File: src/hdl/icu_pkg.sv
/*
 * Shared types for one instruction-cache way: request, page descriptor,
 * memory word and the records passed between the three lookup stages.
 * Modules refer to these by scoped name.
 */
package icu_pkg;

    // ==========================================================================
    // address layout
    // ==========================================================================
    // word offset inside a line
    localparam int ICU_LINE_OFS_LSB = 3;
    localparam int ICU_LINE_OFS_W   = 3;

    // lowest page-index bit of the virtual address
    localparam int ICU_PAGE_LSB     = 6;

    // descriptor vpage covers address bits 31 down to this one
    localparam int ICU_VPAGE_LSB    = 11;

    // ==========================================================================
    // lookup request and page descriptor
    // ==========================================================================
    typedef struct packed {
        logic        tid;
        logic [1:0]  pid;
        logic [3:0]  asid;
        logic [31:0] vaddr;
    } icu_req_t;

    // 36 bits, msb first
    typedef struct packed {
        logic [3:0]  asid;
        logic [20:0] vpage;
        logic        valid;
        logic        av;       // translation available
        logic        locked;
        logic        tag;
        logic        wrt;
        logic [1:0]  pid;      // lowest privilege allowed
        logic        exe;
        logic        rd;
        logic        wr;
        logic        dbg;
    } icu_desc_t;

    // 72-bit line memory word
    typedef struct packed {
        logic [4:0]  spare;
        logic        ext;      // word holds a 64-bit instruction pair
        logic [1:0]  ext3;
        logic [63:0] data;
    } icu_line_t;

    // ==========================================================================
    // stage records
    // ==========================================================================
    // fetch to align
    typedef struct packed {
        logic     stb;
        icu_req_t req;
        logic     col;
    } icu_fetch_t;

    // align to judge
    typedef struct packed {
        logic        stb;
        icu_req_t    req;
        logic        col;
        icu_desc_t   desc;
        logic [63:0] data;
        logic        skip;
        logic        iext;
    } icu_align_t;

endpackage

File: src/hdl/icu_way_judge.sv
/*
 * Stage b3 of the way lookup. Compares the descriptor with the staged
 * request, derives hit, miss, locked and empty, raises TLB and page
 * exceptions and registers every way output.
 */
module icu_way_judge
#(
    parameter int PAGE_ADDR_WIDTH = 5
)
(
    input  logic                 clk,
    input  logic                 rst,

    input  icu_pkg::icu_align_t  i_align,

    output logic                 o_stb,
    output logic                 o_tid,
    output logic                 o_hit,
    output logic                 o_miss,
    output logic                 o_locked,
    output logic                 o_empty,
    output logic                 o_tag,

    output logic                 o_exc,
    output logic [3:0]           o_exc_ida,
    output logic [3:0]           o_exc_idp,
    output logic [3:0]           o_exc_idt,

    output logic [63:0]          o_data,

    output logic                 o_inst_skip,
    output logic                 o_inst_ext
);

    // address bits above the page index take part in the tag compare
    localparam int CMP_LSB = icu_pkg::ICU_PAGE_LSB + PAGE_ADDR_WIDTH;

    icu_pkg::icu_req_t  req;
    icu_pkg::icu_desc_t desc;
    logic [31:0]        way_vaddr;
    logic               asid_val;
    logic               addr_val;
    logic               way_ok;
    logic               way_hit;
    logic               way_locked;
    logic               way_empty;
    logic               exc_aa;
    logic               exc_rd;
    logic               exc_exe;
    logic               exc_pid;
    logic               exc_page;
    logic               exc_tlb;
    logic               hit_gated;

    assign req  = i_align.req;
    assign desc = i_align.desc;

    // ==========================================================================
    // compare
    // ==========================================================================
    assign way_vaddr = {desc.vpage, {icu_pkg::ICU_VPAGE_LSB{1'b0}}};
    assign asid_val  = desc.asid == req.asid;
    assign addr_val  = way_vaddr[31:CMP_LSB] == req.vaddr[31:CMP_LSB];
    assign way_ok    = desc.valid && desc.av;

    assign way_hit    = asid_val && addr_val && way_ok;
    assign way_locked = i_align.col || desc.locked;
    assign way_empty  = !desc.locked && !desc.valid;

    // access faults, only on a usable translation
    assign exc_aa  = (|req.vaddr[1:0]) && way_ok;
    assign exc_rd  = !desc.rd && way_ok;
    assign exc_exe = !desc.exe && way_ok;
    assign exc_pid = (desc.pid < req.pid) && way_ok;

    assign exc_page = exc_aa || exc_rd || exc_exe || exc_pid;
    assign exc_tlb  = addr_val && desc.valid && !desc.av;

    assign hit_gated = !way_locked && way_hit && i_align.stb;

    // ==========================================================================
    // output register
    // ==========================================================================
    always_ff @(posedge clk or posedge rst)
    begin
        if (rst)
        begin
            o_stb       <= 1'b0;
            o_tid       <= 1'b0;
            o_hit       <= 1'b0;
            o_miss      <= 1'b0;
            o_locked    <= 1'b0;
            o_empty     <= 1'b0;
            o_tag       <= 1'b0;
            o_exc       <= 1'b0;
            o_exc_ida   <= 4'd0;
            o_exc_idp   <= 4'd0;
            o_exc_idt   <= 4'd0;
            o_data      <= 64'd0;
            o_inst_skip <= 1'b0;
            o_inst_ext  <= 1'b0;
        end
        else
        begin
            o_stb    <= i_align.stb;
            o_tid    <= req.tid;
            o_hit    <= hit_gated;
            o_miss   <= !way_locked && !way_hit && i_align.stb;
            o_locked <= way_locked && i_align.stb;
            o_empty  <= !way_locked && way_empty && i_align.stb;
            o_tag    <= desc.tag && i_align.stb;

            o_exc     <= (exc_tlb || exc_page) && i_align.stb;
            // codes follow the descriptor whether or not a lookup is present
            o_exc_ida <= {exc_exe, exc_rd, 2'b00};
            o_exc_idp <= {2'b00, exc_aa, exc_pid};
            o_exc_idt <= {3'b000, exc_tlb};

            o_data      <= i_align.data;
            o_inst_skip <= i_align.skip && hit_gated;
            o_inst_ext  <= i_align.iext && hit_gated;
        end
    end

endmodule

File: config.mk
export PLATFORM = sky130hd
export DESIGN_NAME = icu_way_judge
export DESIGN_NICKNAME = d
export VERILOG_FILES = /design/src/hdl/icu_pkg.sv /design/src/hdl/icu_way_judge.sv
export SDC_FILE = /design/constraint.sdc
export NUM_CORES = 1
export LEC_CHECK = 0
export BUFFER_PORTS_ARGS = -buffer_cell sky130_fd_sc_hd__clkbuf_2
export CAP_MARGIN = 20
export CORE_AREA = 2 2 89 91
export DETAILED_ROUTE_END_ITERATION = 8
export DIE_AREA = 0 0 91 93
export PLACE_DENSITY = 0.83
export SLEW_MARGIN = 20
export SYNTH_ARGS = -nofsm -noshare
export SYNTH_HDL_FRONTEND = slang
export SYNTH_SLANG_ARGS = --single-unit
File: constraint.sdc
create_clock -name clk -period 2.5 [get_ports clk]
set_input_delay 0.125 -clock clk [delete_from_list [all_inputs] [get_ports clk]]
set_output_delay 0.125 -clock clk [all_outputs]
set_load 0.05 [all_outputs]
---- Yosys cells after proc, flatten, opt, wreduce, memory -nomap -nowiden ----
Cells that the tools add are included.
storage, ports and cells
  bits in registers ....................... 79
  input port bits ......................... 145
  output and inout port bits .............. 86
  word-level logic and storage cells ...... 51
cells by class
  order comparisons ....................... 1
  equal/unequal tests ..................... 2
  reductions and logical operators ........ 34
operators by type and width
  operator           count
  $eq 21x21->1       1
  $logic_and 1x1->1  21
  $logic_not 1->1    7
  $logic_or 1x1->1   5
  $eq 4x4->1         1
  $lt 2x2->1         1
  $reduce_or 2->1    1

---- Logic depth before layout (Yosys ltp) ----
  depth after elaboration ................. 7
  mapped depth ............................ 5
  depth with buffers taken out ............ 5

---- Worst setup path after synthesis ----
OpenSTA, ideal clock, no wires.
  kind .................................... input-to-reg
  start ................................... in i_align[133] in the netlist's numbering
  end ..................................... reg o_exc_idt[0]
  library setup time ...................... 0.095 ns
  arrival time ............................ 1.173 ns
  required time ........................... 2.405 ns
  setup slack ............................. 1.232 ns
  stages .................................. 5
  buffers on the path ..................... 0
  cell sequence ........................... xor2_1 nor4_1 nand4_1 or2_1 nor4b_2
between the ends
  word-level cells in the longest chain between the ends .. 3
RTL lines
  element                         RTL line              RTL
  start: declaration              icu_way_judge.sv:14   input icu_pkg::icu_align_t i_align,
  $eq 21x21->1                    icu_way_judge.sv:63   assign addr_val = way_vaddr[31:CMP_LSB] == req.vaddr[31:CMP_LSB];
  $logic_and 1x1->1 (2 in a row)  icu_way_judge.sv:77   assign exc_tlb = addr_val && desc.valid && !desc.av;
  via exc_tlb                     icu_way_judge.sv:52   logic exc_tlb;
  end signal: assignment          icu_way_judge.sv:117  o_exc_idt <= {3'b000, exc_tlb};
  end: declaration                icu_way_judge.sv:27   output logic [3:0] o_exc_idt,
The timed path passes the listed nets, and every way through them passes these cells.

---- Worst setup path in the final report ----
  start ................................... in i_align[76] in the netlist's numbering
  end ..................................... reg o_inst_skip
between the ends
  word-level cells in the longest chain between the ends .. 5
RTL lines
  element                         RTL line              RTL
  $logic_and 1x1->1               icu_way_judge.sv:64   assign way_ok = desc.valid && desc.av;
  $logic_and 1x1->1               icu_way_judge.sv:66   assign way_hit = asid_val && addr_val && way_ok;
  $logic_and 1x1->1 (2 in a row)  icu_way_judge.sv:79   assign hit_gated = !way_locked && way_hit && i_align.stb;
  via hit_gated                   icu_way_judge.sv:53   logic hit_gated;
  $logic_and 1x1->1               icu_way_judge.sv:120  o_inst_skip <= i_align.skip && hit_gated;
  end signal: assignment          icu_way_judge.sv:120
  end: declaration                icu_way_judge.sv:31   output logic o_inst_skip,
The timed path passes the listed nets, and every way through them passes these cells.

==> summary.md <==
| Metric | Value |
|---|---|
| First DRT Iteration DRCs | 51 |
| Vias | between 2k and 2.5k |
| Combinational family with the most area after synthesis | XOR/XNOR gates |
| Most frequent cells in the layout | clkbuf_2 (211), dfrtp_1 (79), dlygate4sd3_1 (74) |
| Detailed Route WL | about 8100 um |
| Number of max-cap violations | 0 |
| PwrDens | about 640 nW/um^2 |
| Hold Fails Final Rpt | 0 |
| Worst Setup Path Type | in -> reg |
| Worst-case clock buffer depth | 2 |
| Post-synthesis compound-gate area fraction | 1.066% |
| Core area | around 7500 um^2 |
| CTS tree | yes |
| Die Span Y | 93 um |
| RSZ-0062 raised after global routing | false |
| Worst slew margin | 53.76% |
| Peak VDD IR | 0.2551 mV |
| Layout net count | ~600 |
| Flop pwr share | about 47% |
| Clock sink count | 79 |
| Die W | ~91 um |
| Filler instances | 616 |
| Final Setup Violations | 0 |
| I/O pin count | 231 |
| Cells after Synth | around 150 |
| Crit. Startpoint | i_align[76] |
| Initial antenna violation count | 0 |
| Tightest Pin Transition | 0.6928 ns |
| Hold path endpoint | o_exc_idp[0] |
| Ys async rst share | between 90% and 100% |
| Per-cell routed wire length | around 15 um |
| Register area share after synthesis | around four fifths |
| Worst hold path startpoint | i_align[139] |
| Die area | 8463 um^2 |
| Psw | approximately 0.00088 W |
| Critical path data required time | 2.79 ns |
| GRT Util Overall | approximately 19% |
| P_int | 0.002027 W |
| Synth Area in XOR/XNOR | under 10% |
| Critical Path Sink Type | flop |
| Vias in the first global route | 2392 |
| Synthesized area per cell | 16.65 um^2 |
| Mapped Area | roughly 2500 um^2 |
| Post-synth EDFFs | 0 |
| Seq cells post-synth | 79 |
| Peak fanout along the critical path | 6 |
| YS warnings | 0 |
| DRC violations left | 0 |
| Mux cell area share after synthesis | 0% |
| Num CTS Buffers | 9 |
| FMAX | roughly 720 MHz |
| Synth unique cells | 24 |
| Synth Area in Adders | 0.5076% |
| Final Slew Violations | 0 |
| Routed Antenna Nets | 0 |
| Vias per cell | about 4.2 |
| Clk slew on worst S/H paths | ~0.090 ns |
| Antenna Cells | 0 |
| Initial core utilization | 32.75% |
| Worst hold path class | in -> reg |
| Most used flip-flop cell after synthesis | dfrtp_1 |
| Clk pwr share | 32.9% |
| CP startpoint kind | input port |
| Synth Area in Simple Gates | 6.751% |
| Hold depth | 3 |
| PortBufs | about 210 |
| Setup TNS | 0 ns |
| Combinational Power Share | between 20 and 25% |
| Layout cells sized above 1 | 51.56% |
| Leakage power | approximately 2.4 nW |
| WP data arrival | roughly 1.7 ns |
| First-pass GRT wire length | 12090 um |
| Status | finished, final reports clean |
| DP HPWL | between 5000 and 6000 um |
| Sw Share | ~30% |
| H-tree depth | 3 |
| Tcrit/Tclk final | a little under three fifths |
| Drt first pass iters | 4 |
| Clock root buffer | clkbuf_8 |
| Largest net degree at the start of global routing | 44 |
| Gpl congestion | between 0.7 and 0.8 |
| Rows | 32 |
| Worst hold slack | 0.01982 ns |
| Area growth syn-to-layout | 85.69% |
| Commonest non-fill, non-tap cell in the layout | clkbuf_2 |
| Gr ovfl total | 0 |
| Period minus WS final | approximately 1.4 ns |
[flip-flops by register name, summed over array words and instances, names as in the netlist]
name / cells
o_inst_ext: 1
o_tag: 1
o_data: 64
o_exc: 1
o_exc_ida: 2
o_hit: 1
o_locked: 1
o_tid: 1
o_empty: 1
o_exc_idt: 1
o_miss: 1
o_exc_idp: 2
o_inst_skip: 1
o_stb: 1
[per-stage QoR]
stage / instances / cell area (um^2) / total power, W / util (%) / worst slack [ns]
final: 552 / 4577 / 0.002912 / 60.80 / 1.106
after global placement: 462 / 3635 / 0.001873 / 48.29 / 0.9211
after floorplan: 154 / 2487 / 0.001693 / - / 0.3516
after CTS: 552 / 4577 / 0.002945 / 60.80 / 1.104
after detailed placement: 462 / 3635 / 0.001886 / 48.29 / 0.8804
after global routing: 552 / 4577 / 0.003040 / 60.80 / 0.9786
[synthesized netlist by cell type, types with 2 or more instances]
master	n	area, um^2
and2_1	3	18.77
buf_4	7	52.55
dfrtp_1	79	1977
inv_1	2	7.510
nand2_1	3	11.26
nand4_1	2	12.51
nor2_1	8	30.03
nor3_1	2	10.01
nor4_1	4	25.02
xnor2_1	5	43.79
xor2_1	20	175.2
[power groups by stage]
stage	Combinational (W)	Sequential, W	Clock [W]
final	0.000596	0.00136	0.000958
after global routing	0.000629	0.00136	0.00105
after CTS	0.000598	0.00136	0.000991
after detailed placement	0.000504	0.00138	0
after global placement	0.000494	0.00138	0
after floorplan	0.0000910	0.00160	0
[cell type report]
cell class | count | area, um^2 | share of cell area (%)
clock buffer | 9 | 123.9 | 2.706
clock inverter | 7 | 77.57 | 1.695
inverter | 2 | 8.758 | 0.1914
multi-input combinational | 66 | 450.4 | 9.841
sequential | 79 | 1977 | 43.19
tap | 102 | 127.6 | 2.788
timing repair buffer | 287 | 1812 | 39.58
[worst max path at each step]
stage,endpoint,slack (ns),depth (start not counted)
detailed placement,o_exc_idt[0],0.88,6
CTS,o_inst_skip,1.10,7
finish,o_inst_skip,1.11,7
floorplan,o_data[0],0.35,1
global route,o_inst_skip,0.98,7
global placement,o_exc,0.92,6
[timing repair]
action                                 4_1_cts  5_1_grt
hold buffers                                74        0
buffers inserted                             0        0
endpoints found under the hold margin      114        0
gates resized for setup                      0        0
[cells by family after synthesis]
group | after synthesis
compound gates | 4
xor+xnor | 25
fa+ha+maj | 1
buf+inv | 9
flops | 79
other cells | 1
simple gates | 29
[layer usage]
layer	routed length, um	track usage [%]	up-vias
met3	768	6.849	13
met1	2696	19.06	1082
met4	153	8.081	0
met2	4494	37.10	148
li1	-	-	1057
met5	0	0	-
[worst max-delay path: stages]
cell,delay [ns]
dlygate4sd3_1,0.52
clkbuf_2,0.13
nand2_1,0.15
nor2_1,0.14
nand4_1,0.19
nor4_2,0.24
and2_1,0.18
Note: power is estimated with default switching activity, not from simulation.
