$ cat src/hdl/icu_pkg.sv
/*
 * Shared types for one instruction-cache way: request, page descriptor,
 * memory word and the records passed between the three lookup stages.
 * Modules refer to these by scoped name.
 */
package icu_pkg;

    // ==========================================================================
    // address layout
    // ==========================================================================
    // word offset inside a line
    localparam int ICU_LINE_OFS_LSB = 3;
    localparam int ICU_LINE_OFS_W   = 3;

    // lowest page-index bit of the virtual address
    localparam int ICU_PAGE_LSB     = 6;

    // descriptor vpage covers address bits 31 down to this one
    localparam int ICU_VPAGE_LSB    = 11;

    // ==========================================================================
    // lookup request and page descriptor
    // ==========================================================================
    typedef struct packed {
        logic        tid;
        logic [1:0]  pid;
        logic [3:0]  asid;
        logic [31:0] vaddr;
    } icu_req_t;

    // 36 bits, msb first
    typedef struct packed {
        logic [3:0]  asid;
        logic [20:0] vpage;
        logic        valid;
        logic        av;       // translation available
        logic        locked;
        logic        tag;
        logic        wrt;
        logic [1:0]  pid;      // lowest privilege allowed
        logic        exe;
        logic        rd;
        logic        wr;
        logic        dbg;
    } icu_desc_t;

    // 72-bit line memory word
    typedef struct packed {
        logic [4:0]  spare;
        logic        ext;      // word holds a 64-bit instruction pair
        logic [1:0]  ext3;
        logic [63:0] data;
    } icu_line_t;

    // ==========================================================================
    // stage records
    // ==========================================================================
    // fetch to align
    typedef struct packed {
        logic     stb;
        icu_req_t req;
        logic     col;
    } icu_fetch_t;

    // align to judge
    typedef struct packed {
        logic        stb;
        icu_req_t    req;
        logic        col;
        icu_desc_t   desc;
        logic [63:0] data;
        logic        skip;
        logic        iext;
    } icu_align_t;

endpackage

$ cat src/hdl/icu_way_align.sv
/*
 * Stage a2 of the way lookup. Registers the fetch results and picks the
 * instruction word or pair out of the memory word by address bit 2 and
 * the word's ext flag. Payload is only captured on a valid lookup.
 */
module icu_way_align
(
    input  logic                 clk,
    input  logic                 rst,

    input  icu_pkg::icu_fetch_t  i_fetch,
    input  icu_pkg::icu_desc_t   i_desc,
    input  icu_pkg::icu_line_t   i_line,

    output icu_pkg::icu_align_t  o_align
);

    logic        a2;
    logic        ext;
    logic [63:0] sel_data;

    assign a2  = i_fetch.req.vaddr[2];
    assign ext = i_line.ext;

    // word select
    always_comb
    begin
        case ({a2, ext})
            2'b00:   sel_data = {32'd0, i_line.data[63:32]};
            2'b01:   sel_data = 64'd0;
            2'b10:   sel_data = {32'd0, i_line.data[31:0]};
            default: sel_data = i_line.data;
        endcase
    end

    // ==========================================================================
    // stage register
    // ==========================================================================
    always_ff @(posedge clk or posedge rst)
    begin
        if (rst)
        begin
            o_align <= '0;
        end
        else
        begin
            o_align.stb <= i_fetch.stb;
            o_align.col <= i_fetch.col;
            if (i_fetch.stb)
            begin
                o_align.req  <= i_fetch.req;
                o_align.desc <= i_desc;
                o_align.data <= sel_data;
                // second half of a pair fetched at the low word
                o_align.skip <= ext && !a2;
                o_align.iext <= ext && a2;
            end
        end
    end

endmodule

$ cat config.mk
export PLATFORM = sky130hd
export DESIGN_NAME = icu_way_align
export DESIGN_NICKNAME = d
export VERILOG_FILES = /design/src/hdl/icu_pkg.sv /design/src/hdl/icu_way_align.sv
export SDC_FILE = /design/constraint.sdc
export NUM_CORES = 1
export LEC_CHECK = 0
export ABC_AREA = 1
export BUFFER_PORTS_ARGS = -buffer_cell sky130_fd_sc_hd__buf_2
export CORE_ASPECT_RATIO = 0.75
export CORE_MARGIN = 4
export CORE_UTILIZATION = 45
export CTS_CLUSTER_DIAMETER = 30
export DETAILED_ROUTE_END_ITERATION = 10
export GPL_TIMING_DRIVEN = 0
export PLACE_DENSITY = 0.79
export SLEW_MARGIN = 30
export SYNTH_ARGS = -nofsm -noshare
export SYNTH_HDL_FRONTEND = slang
export SYNTH_SLANG_ARGS = --single-unit
$ cat constraint.sdc
create_clock -name clk -period 5.7 [get_ports clk]
set_input_delay 1.14 -clock clk [delete_from_list [all_inputs] [get_ports clk]]
set_output_delay 1.14 -clock clk [all_outputs]
set_load 0.01 [all_outputs]
# After elaboration in Yosys (flattened, before gate mapping)
# Cells that the tools add are included.
[op_classes] div_mod_pow=0 n_mul=0 magnitude_cmp=0 mux=1 n_reduce_logical=4 bitwise=0 add_sub_neg=0 n_eq_ne=2 shift=0
[ops] op="case mux 64 bit (3 select lines)" n=1
[ops] op="== test 2 x 1 -> 1 bit, second input constant" n=1
[ops] op="== test 2 bit, second input constant" n=1
[ops] op="logical AND 1 bit" n=2
[ops] op="zero test 2 bit" n=1
[ops] op="zero test 1 bit" n=1
[word_totals] mem_count=0 register_bits=143 word_cells=28 ram_bits=0 latchBits=0 input_bits=151 romBits=0 output_inout_bits=143

# Logic depth before layout (Yosys ltp)
# Gate-level depths: netlist of run 1.
[depth] depth_word=2 depth_mapped=7 mapped_depth_nobuf=5

# Worst setup path after synthesis of run 1
# Ideal clock, no wire load.
[synth_timing] kind="input-to-reg" from="input i_fetch[40] (netlist name)" to="register o_align[2] (netlist name)" cell_stages=7 arrival_ps=1745 setup_time_ps=125 path_buffers=3 required_ps=5575 setup_slack_ps=3830 path_cell_list="buf_2 -> buf_4 -> buf_4 -> nand2_1 -> inv_1 -> nand2_1 -> nand3_1"
[synth_rtl] element="start, declared" line_no="icu_way_align.sv:11" rtl="input icu_pkg::icu_fetch_t i_fetch,"
[synth_rtl] element="end, declared" line_no="icu_way_align.sv:15" rtl="output icu_pkg::icu_align_t o_align"

# Final worst setup path of run 1
[layout_timing] from="register o_align[60] (netlist name)" to="output o_align[60] (netlist name)"
# No word-level cell between the ends.

==> results of run 1 <==
-- per-layer routing --
layer,vias up,track usage [%],routed length [µm]
met5,-,0,27
met4,4,5.74,208
met3,23,7.53,1710
met2,243,42.0,9220
met1,2657,34.4,7910
li1,2753,-,-
-- area by class of cell --
cell class / count / area, µm² / area share, %
repair buffers: 286 / 1450 / 17.9
inverters: 35 / 139 / 1.71
multi-input cells: 489 / 1930 / 23.8
plain buffers: 41 / 241 / 2.97
clock inverters: 14 / 159 / 1.95
clock buffers: 18 / 429 / 5.27
flip-flops and latches: 143 / 3580 / 43.9
well taps: 166 / 208 / 2.55
-- stage by stage --
step | setup TNS [ns] | setup slack (ns) | cells
after detailed placement | 0 | 3.50 | 1160
final | 0 | 3.58 | 1192
after global placement | -123.95 | -0.879 | 1159
after global routing | 0 | 3.56 | 1192
after CTS | 0 | 3.57 | 1192
after floorplan | 0 | 0.722 | 708
-- worst paths after layout --
path	to	cells after the start	start	slack, ns
max	o_align[60]	1	o_align[60]$_DFFE_PP0P_	3.58
min	o_align[100]$_DFFE_PP0P_	2	o_align[100]$_DFFE_PP0P_	0.47
max reg2reg	o_align[33]$_DFFE_PP0P_	4	o_align[33]$_DFFE_PP0P_	4.97
min reg2reg	o_align[100]$_DFFE_PP0P_	2	o_align[100]$_DFFE_PP0P_	0.47
max in group asynchronous	o_align[6]$_DFFE_PP0P_	3	rst	4.19
min in group asynchronous	o_align[70]$_DFFE_PP0P_	2	rst	0.77
-- cell families after synthesis --
kind of cell           share of synthesized area [%]
flip-flops                                      60.8
AND/OR/NAND/NOR                                 32.8
buffers and inverters                           6.34
AO/OA/AOI/OAI                                 0.0850
-- power groups by stage --
stage	Sequential, µW	Clock [µW]	Combinational, µW
3_5_place_dp	1160	0	386
5_1_grt	1160	1170	427
4_1_cts	1140	1130	388
2_1_floorplan	1200	0	141
3_3_place_gp	1160	0	376
6_report	1150	1120	382
-- synth_stat cells (all sizes together) --
cell type and count:
buf 38, clkbuf 3, dfrtp 143, inv 35, nand2 421, nand3 64, nor2 3, o21ai 1
==> flow_summary.ini, run 1 <==
[layout]
layout-drive-gt1-share_pct = 35.2
layout_common_cells = 420 x nand2_1, 307 x buf_2, 143 x dfrtp_1, 64 x nand3_1, 32 x inv_1
antenna_cells = 0
fill_cells = 1095
fin_area_mm2 = 0.00814
reg_top3 = o_align (143)
syn2layout_area_growth_pct = 38.4
largest_register = o_align
nets = 1164
largest_reg_flops = 143
final_common_cell = nand2_1
fin_util_pct = 65.0

[sta]
setup_viol = 0
slew_viol_final = 0
hold_violations = 0
period_share_pct = 37.1
fmax_mhz = 473
period_minus_slack_ns = 2.12
fin_worst_skew_ns = 0
maxSlewHeadroom_pct = 63.8
rsz0062_at_grt = no
timing.hold.ws_ns = 0.466
worst_pin_slew_ns = 0.543

[synthesis]
yosys-top-cells-area = dfrtp_1 61%, nand2_1 27%, nand3_1 5.4%
synth.top_cell.area_share_pct = 60.8
syn_avg_cell_area_um2 = 8.31
yosysSeqAreaShare_pct = 60.8
netlist_instances = 708
syn-num-nets = 859
synth_seq_cells = 143
yosysWarnings = 0
synth.distinct_cells = 12
synth_top_cell_by_area = dfrtp_1
netlist_area_mm2 = 0.00589

[floorplanning]
die-height_um = 107
core-area_mm2 = 0.0125
start_util_pct = 47.0
fp-row-count = 35
io_pins = 294
die_area_mm2 = 0.0150
die_w_um = 140

[setup_path]
worst_setup_path_end_kind = output port
cp_slowest_cell = dfrtp_1
path_cells = buf_2
worstPathArrival_ns = 0.98
cp_num_buf_inv = 1
required_ns = 4.56
startpoint_type = flop
cp_slowest_stage_delay_ns = 0.41
critPathTopFamily = flip-flops
worstSetupPathType = flop to output port
cp_max_fo = 2

[pwr]
power_switching_share_pct = 27.9
p_int_uw = 1900
switchingPower_uw = 738
power_frac_comb_pct = 14.5
total_power_uw = 2640
p_seq_share_pct = 43.3
power_density_mw_per_mm2 = 325
peakVddDrop_mv = 0.224
p_clk_share_pct = 42.2
p_leak_uw = 0.00498

[clock_network]
clk_path_buf_depth = 2
worstSkewPairLatency_ns = 0.41
cts_tree = yes
numCtsBuffers = 17
htreeDepth = 4
cts_root_buf = clkbuf_16
clock-sinks = 143
ctsResizeCount = 0
clk_pin_slew_worst_paths_ns = 0.06
cts_setup_buffers = 0
cts_hold_buf = 0

[global_route]
grt_overflow_total = 0
grt_pass1_vias = 5519
antenna_found_initial = 2
grt_first_pass_wirelength_um = 30000
gr-usage-all-layers_pct = 25.7
grt_max_degree = 73

[place]
io_buffers = 285
gp_congestion = 0.877
placed_cell_area_mm2 = 0.00755
place_hpwl_um = 14100

[drt]
via_count = 5680
finalWirelength_um = 19100
firstDrtPassIters = 5
drc = 0
routed_via_density = 4.77
post_drt_wl_per_cell_um = 16.0
ant_nets = 0
drt_iter0_markers = 401

[worst_hold_path]
worstHoldPathType = flop to flop

[run]
drv_cap = 0

[run_status]
status = finished clean
Note: power is estimated with default switching activity, not from simulation.
==> run 2, diff against run 1 <==
Settings changed: CORE_UTILIZATION 45 to 41, PLACE_DENSITY 0.79 to 0.76.
Clock period 5.7 ns to 1.93 ns, I/O delays scaled along.
==> run 2 against run 1 <==
- core utilization shrank 5.7 points
- worst hold slack lost 0.38 ns
- highest routed layer unchanged
- routed wire length grew 0.71%
- sequential cell count is the same
- critical path type is now primary input to asynchronous set/reset pin
- sequential share of layout area shrank 0.47 points
==> flow_summary.ini, run 2 (same netlist as run 1, synthesis figures left out) <==
[run_status]
status = finished clean

[clock_network]
clk_pin_slew_worst_paths_ns = 0.06
clk_path_buf_depth = 2
cts_tree = yes
worstSkewPairLatency_ns = 0.40
ctsResizeCount = 0
cts_root_buf = clkbuf_16
numCtsBuffers = 17
htreeDepth = 4
clock-sinks = 143

[global_route]
grt_pass1_vias = 5770
antenna_found_initial = 1
grt_first_pass_wirelength_um = 30600
gr-usage-all-layers_pct = 23.7
grt_overflow_total = 0
grt_max_degree = 28

[sta]
fin_worst_skew_ns = 0
rsz0062_at_grt = no
maxSlewHeadroom_pct = 66.5
hold_violations = 0
tns_ns = 0
setup_viol = 0
period_share_pct = 75.6
worst_pin_slew_ns = 0.502
slew_viol_final = 0
period_minus_slack_ns = 1.46
fmax_mhz = 685
timing.final.ws_setup_ns = 0.471

[place]
placed_cells = 1173
gp_congestion = 0.864
dpl_worst_slack_ns = 0.464
place_hpwl_um = 14700
io_buffers = 285

[layout]
syn2layout_area_growth_pct = 39.9
largest_register = o_align
reg_top3 = o_align (143)
final_common_cell = nand2_1
fin_util_pct = 59.3
nets = 1169
antenna_cells = 0
largest_reg_flops = 143
fill_cells = 1263
layout-drive-gt1-share_pct = 35.4
layout_common_cells = 420 x nand2_1, 307 x buf_2, 143 x dfrtp_1, 64 x nand3_1, 32 x inv_1
finalNonFillerCells = 1206

[floorplanning]
die_w_um = 146
io_pins = 294
die_area_mm2 = 0.0164
start_util_pct = 42.4
core-area_mm2 = 0.0139
fp-row-count = 37
die-height_um = 112

[drt]
drc = 0
finalWirelength_um = 19200
ant_nets = 0
firstDrtPassIters = 4
via_count = 5631
post_drt_wl_per_cell_um = 15.9
routed_via_density = 4.67
drt_iter0_markers = 260

[setup_path]
worstPathArrival_ns = 2.06
required_ns = 2.53
cp_max_fo = 27
worstSetupPathType = primary input to asynchronous set/reset pin
worst_setup_path_end_kind = asynchronous set/reset pin
startpoint_type = primary input

[pwr]
p_leak_uw = 0.00503
power_density_mw_per_mm2 = 945
total_power_uw = 7780
peakVddDrop_mv = 0.529

[run]
drv_cap = 0

[worst_hold_path]
worstHoldPathType = primary input to flop
## run 2: cell types whose count changed in the layout (fill, tap and decap cells not counted)
| cell | before | now |
|---|---|---|
| inv_8 | 1 | 0 |
| clkinv_2 | 0 | 1 |
| dlygate4sd3_1 | 0 | 1 |
| clkinv_4 | 3 | 4 |
| clkinvlp_4 | 5 | 4 |
| buf_12 | 0 | 5 |
| buf_16 | 1 | 0 |
## run 2: path summary, 6_finish.rpt
path | depth (start not counted) | end | start | slack, ns
min | 1 | o_align[102]$_DFF_PP0_ | i_fetch[0] | 0.09
max reg2reg | 4 | o_align[28]$_DFFE_PP0P_ | o_align[28]$_DFFE_PP0P_ | 1.23
max | 6 | o_align[6]$_DFFE_PP0P_ | rst | 0.47
min in group asynchronous | 3 | o_align[69]$_DFFE_PP0P_ | rst | 0.56
min reg2reg | 2 | o_align[104]$_DFFE_PP0P_ | o_align[104]$_DFFE_PP0P_ | 0.46
max in group clk | 1 | o_align[9] | o_align[9]$_DFFE_PP0P_ | 0.57
## run 2: what timing repair did
action | in CTS | in global routing
buffers inserted | 0 | 0
endpoints found under the hold margin | 16 | 0
hold buffers | 1 | 0
endpoints found under the setup margin | 0 | 0
## run 2: metal layers
metal / vias to the layer above / global-route usage (%) / wire length (µm)
met2: 223 / 38.1 / 9080
li1: 2769 / - / -
met5: - / 0 / 13
met3: 25 / 8.01 / 1580
met1: 2612 / 30.6 / 8230
met4: 2 / 6.95 / 308
## run 2: power by group
part           total [µW]  internal (µW)  leakage (µW)  switching, µW
combinational        1150            464       0.00295            683
sequential           3380           3250       0.00180            134
clock                3250           1930      0.000278           1330
total                7780           5640       0.00503           2140
## run 2: layout make-up
class                      count  area [µm²]  area share (%)
sequential                   143        3580            43.5
multi-input combinational    489        1930            23.5
timing repair buffer         291        1540            18.7
clock buffer                  18         429            5.21
buffer                        41         241            2.93
tap                          175         219            2.66
clock inverter                14         158            1.92
inverter                      35         135            1.64
## run 2: metrics by stage
stage	hold slack, ns	area [µm²]
after global placement	0.450	7530
after global routing	0.0627	8230
after floorplan	0.417	5890
final	0.0856	8230
after detailed placement	0.423	7630
after CTS	0.0674	8230
## run 2: worst max-delay path: stages
cell and delay (ns):
dlygate4sd3_1 0.54, buf_2 0.14, clkinvlp_4 0.31, buf_12 0.24, buf_12 0.21, buf_12 0.21
==> run 3, diff against run 2 <==
Clock period 1.93 ns to 1.25 ns, I/O delays scaled along.
==> run 3 against run 2 <==
- sequential share of layout area down 0.16 points
- first-iteration DRC count fell by 6.5%
- cell count rose by 0.25%
- global-route usage hardly changed
- largest cell class unchanged
- highest routed layer unchanged
==> flow_summary.ini, run 3 (same netlist as run 1, synthesis figures left out) <==
[run_status]
status = finished clean

[sta]
fmax_mhz = 821
rsz0062_at_grt = no
fin_worst_skew_ns = 0
period_minus_slack_ns = 1.22
worst_pin_slew_ns = 0.694
maxSlewHeadroom_pct = 53.6
tns_ns = 0
setup_viol = 0
slew_viol_final = 0
period_share_pct = 97.4
hold_violations = 0

[floorplanning]
die_w_um = 146
start_util_pct = 42.4
die_area_mm2 = 0.0164
io_pins = 294
core-area_mm2 = 0.0139
fp-row-count = 37
die-height_um = 112

[layout]
fin_area_mm2 = 0.00826
antenna_cells = 0
final_common_cell = nand2_1
largest_reg_flops = 143
layout_common_cells = 420 x nand2_1, 307 x buf_2, 143 x dfrtp_1, 64 x nand3_1, 32 x inv_1
nets = 1172
layout-drive-gt1-share_pct = 35.3
largest_register = o_align
reg_top3 = o_align (143)
syn2layout_area_growth_pct = 40.4
fill_cells = 1263
finalNonFillerCells = 1209

[global_route]
grt_pass1_vias = 5780
gr-usage-all-layers_pct = 23.7
grt_first_pass_wirelength_um = 30600
grt_max_degree = 28
antenna_found_initial = 1
grt_overflow_total = 0

[drt]
via_count = 5658
routed_via_density = 4.68
finalWirelength_um = 19200
drt_iter0_markers = 243
firstDrtPassIters = 5
ant_nets = 0
drc = 0
post_drt_wl_per_cell_um = 15.9

[place]
placed_cells = 1173
placed_cell_area_mm2 = 0.00763
gp_congestion = 0.864
place_hpwl_um = 14700
io_buffers = 285

[setup_path]
worstReg2RegStart = o_align[30]$_DFFE_PP0P_
worstPathArrival_ns = 0.97
required_ns = 1.00
reg2reg_to = o_align[30]$_DFFE_PP0P_
worstSetupPathType = flop to output port
endpoint = o_align[9]
reg2regPathDepth = 4
cp_num_buf_inv = 1
crit_start = o_align[9]$_DFFE_PP0P_
cp_max_fo = 2
worst_setup_path_end_kind = output port
cp_num_cells = 1
critPathTopFamily = flip-flops
cp_slowest_stage_delay_ns = 0.41
cp_slowest_cell = dfrtp_1
startpoint_type = flop
path_cells = buf_2
r2r_slack_ns = 0.55

[clock_network]
clk_pin_slew_worst_paths_ns = 0.07
worstSkewPairLatency_ns = 0.40
cts_setup_buffers = 0
htreeDepth = 4
numCtsBuffers = 17
cts_root_buf = clkbuf_16
clk_path_buf_depth = 2
cts_tree = yes
clock-sinks = 143

[pwr]
p_leak_uw = 0.00504
power_density_mw_per_mm2 = 1450
peakVddDrop_mv = 0.813

[worst_hold_path]
worstHoldPathType = primary input to flop

[run]
drv_cap = 0
-- run 3: worst min path at each step --
stage | start | to | slack [ns] | cells after the start
after floorplan | i_fetch[0] | o_align[102]$_DFF_PP0_ | 0.28 | 0
after global placement | i_fetch[0] | o_align[102]$_DFF_PP0_ | 0.36 | 1
after detailed placement | rst | o_align[67]$_DFFE_PP0P_ | 0.29 | 2
after CTS | i_fetch[38] | o_align[140]$_DFFE_PP0P_ | 0.02 | 3
after global routing | i_desc[2] | o_align[68]$_DFFE_PP0P_ | 0.03 | 3
final | i_desc[10] | o_align[76]$_DFFE_PP0P_ | 0.04 | 3
-- run 3: cell type report --
class / instances / area, µm² / share of cell area [%]
Inverter: 35 / 135 / 1.64
Clock inverter: 14 / 158 / 1.91
Tap cell: 175 / 219 / 2.65
Buffer: 41 / 241 / 2.92
Sequential cell: 143 / 3580 / 43.3
Clock buffer: 18 / 429 / 5.19
Timing Repair Buffer: 294 / 1570 / 19.0
Multi-Input combinational cell: 489 / 1930 / 23.4
-- run 3: report_power, final --
part | internal (µW) | leakage (µW) | switching (µW)
registers | 5020 | 0.00180 | 208
logic | 723 | 0.00296 | 1060
clock network | 2970 | 0.000278 | 2040
total | 8710 | 0.00504 | 3310
-- run 3: stage by stage --
step / util [%] / power (µW) / setup WS (ns) / hold slack (ns)
6_report: 59.5 / 12000 / 0.0326 / 0.0399
5_1_grt: 59.5 / 12600 / 0.00329 / 0.0279
4_1_cts: 59.5 / 12100 / 0.0195 / 0.0164
3_5_place_dp: 55.0 / 7090 / -0.0802 / 0.287
3_3_place_gp: 54.3 / 7010 / -1.74 / 0.360
2_1_floorplan: - / 6130 / -0.791 / 0.281
-- run 3: layer usage --
metal	up-vias	global-route usage (%)	share of wire, %
met4	2	6.95	1.6
met5	-	0	0.068
met2	241	38.1	47
li1	2774	-	-
met1	2617	30.7	42
met3	24	8.01	8.8
-- run 3: repair_timing --
| item | 4_1_cts | 5_1_grt |
|---|---|---|
| hold buffers | 4 | 0 |
| hold endpoints to repair | 18 | 0 |
| gates resized for setup | 0 | 0 |
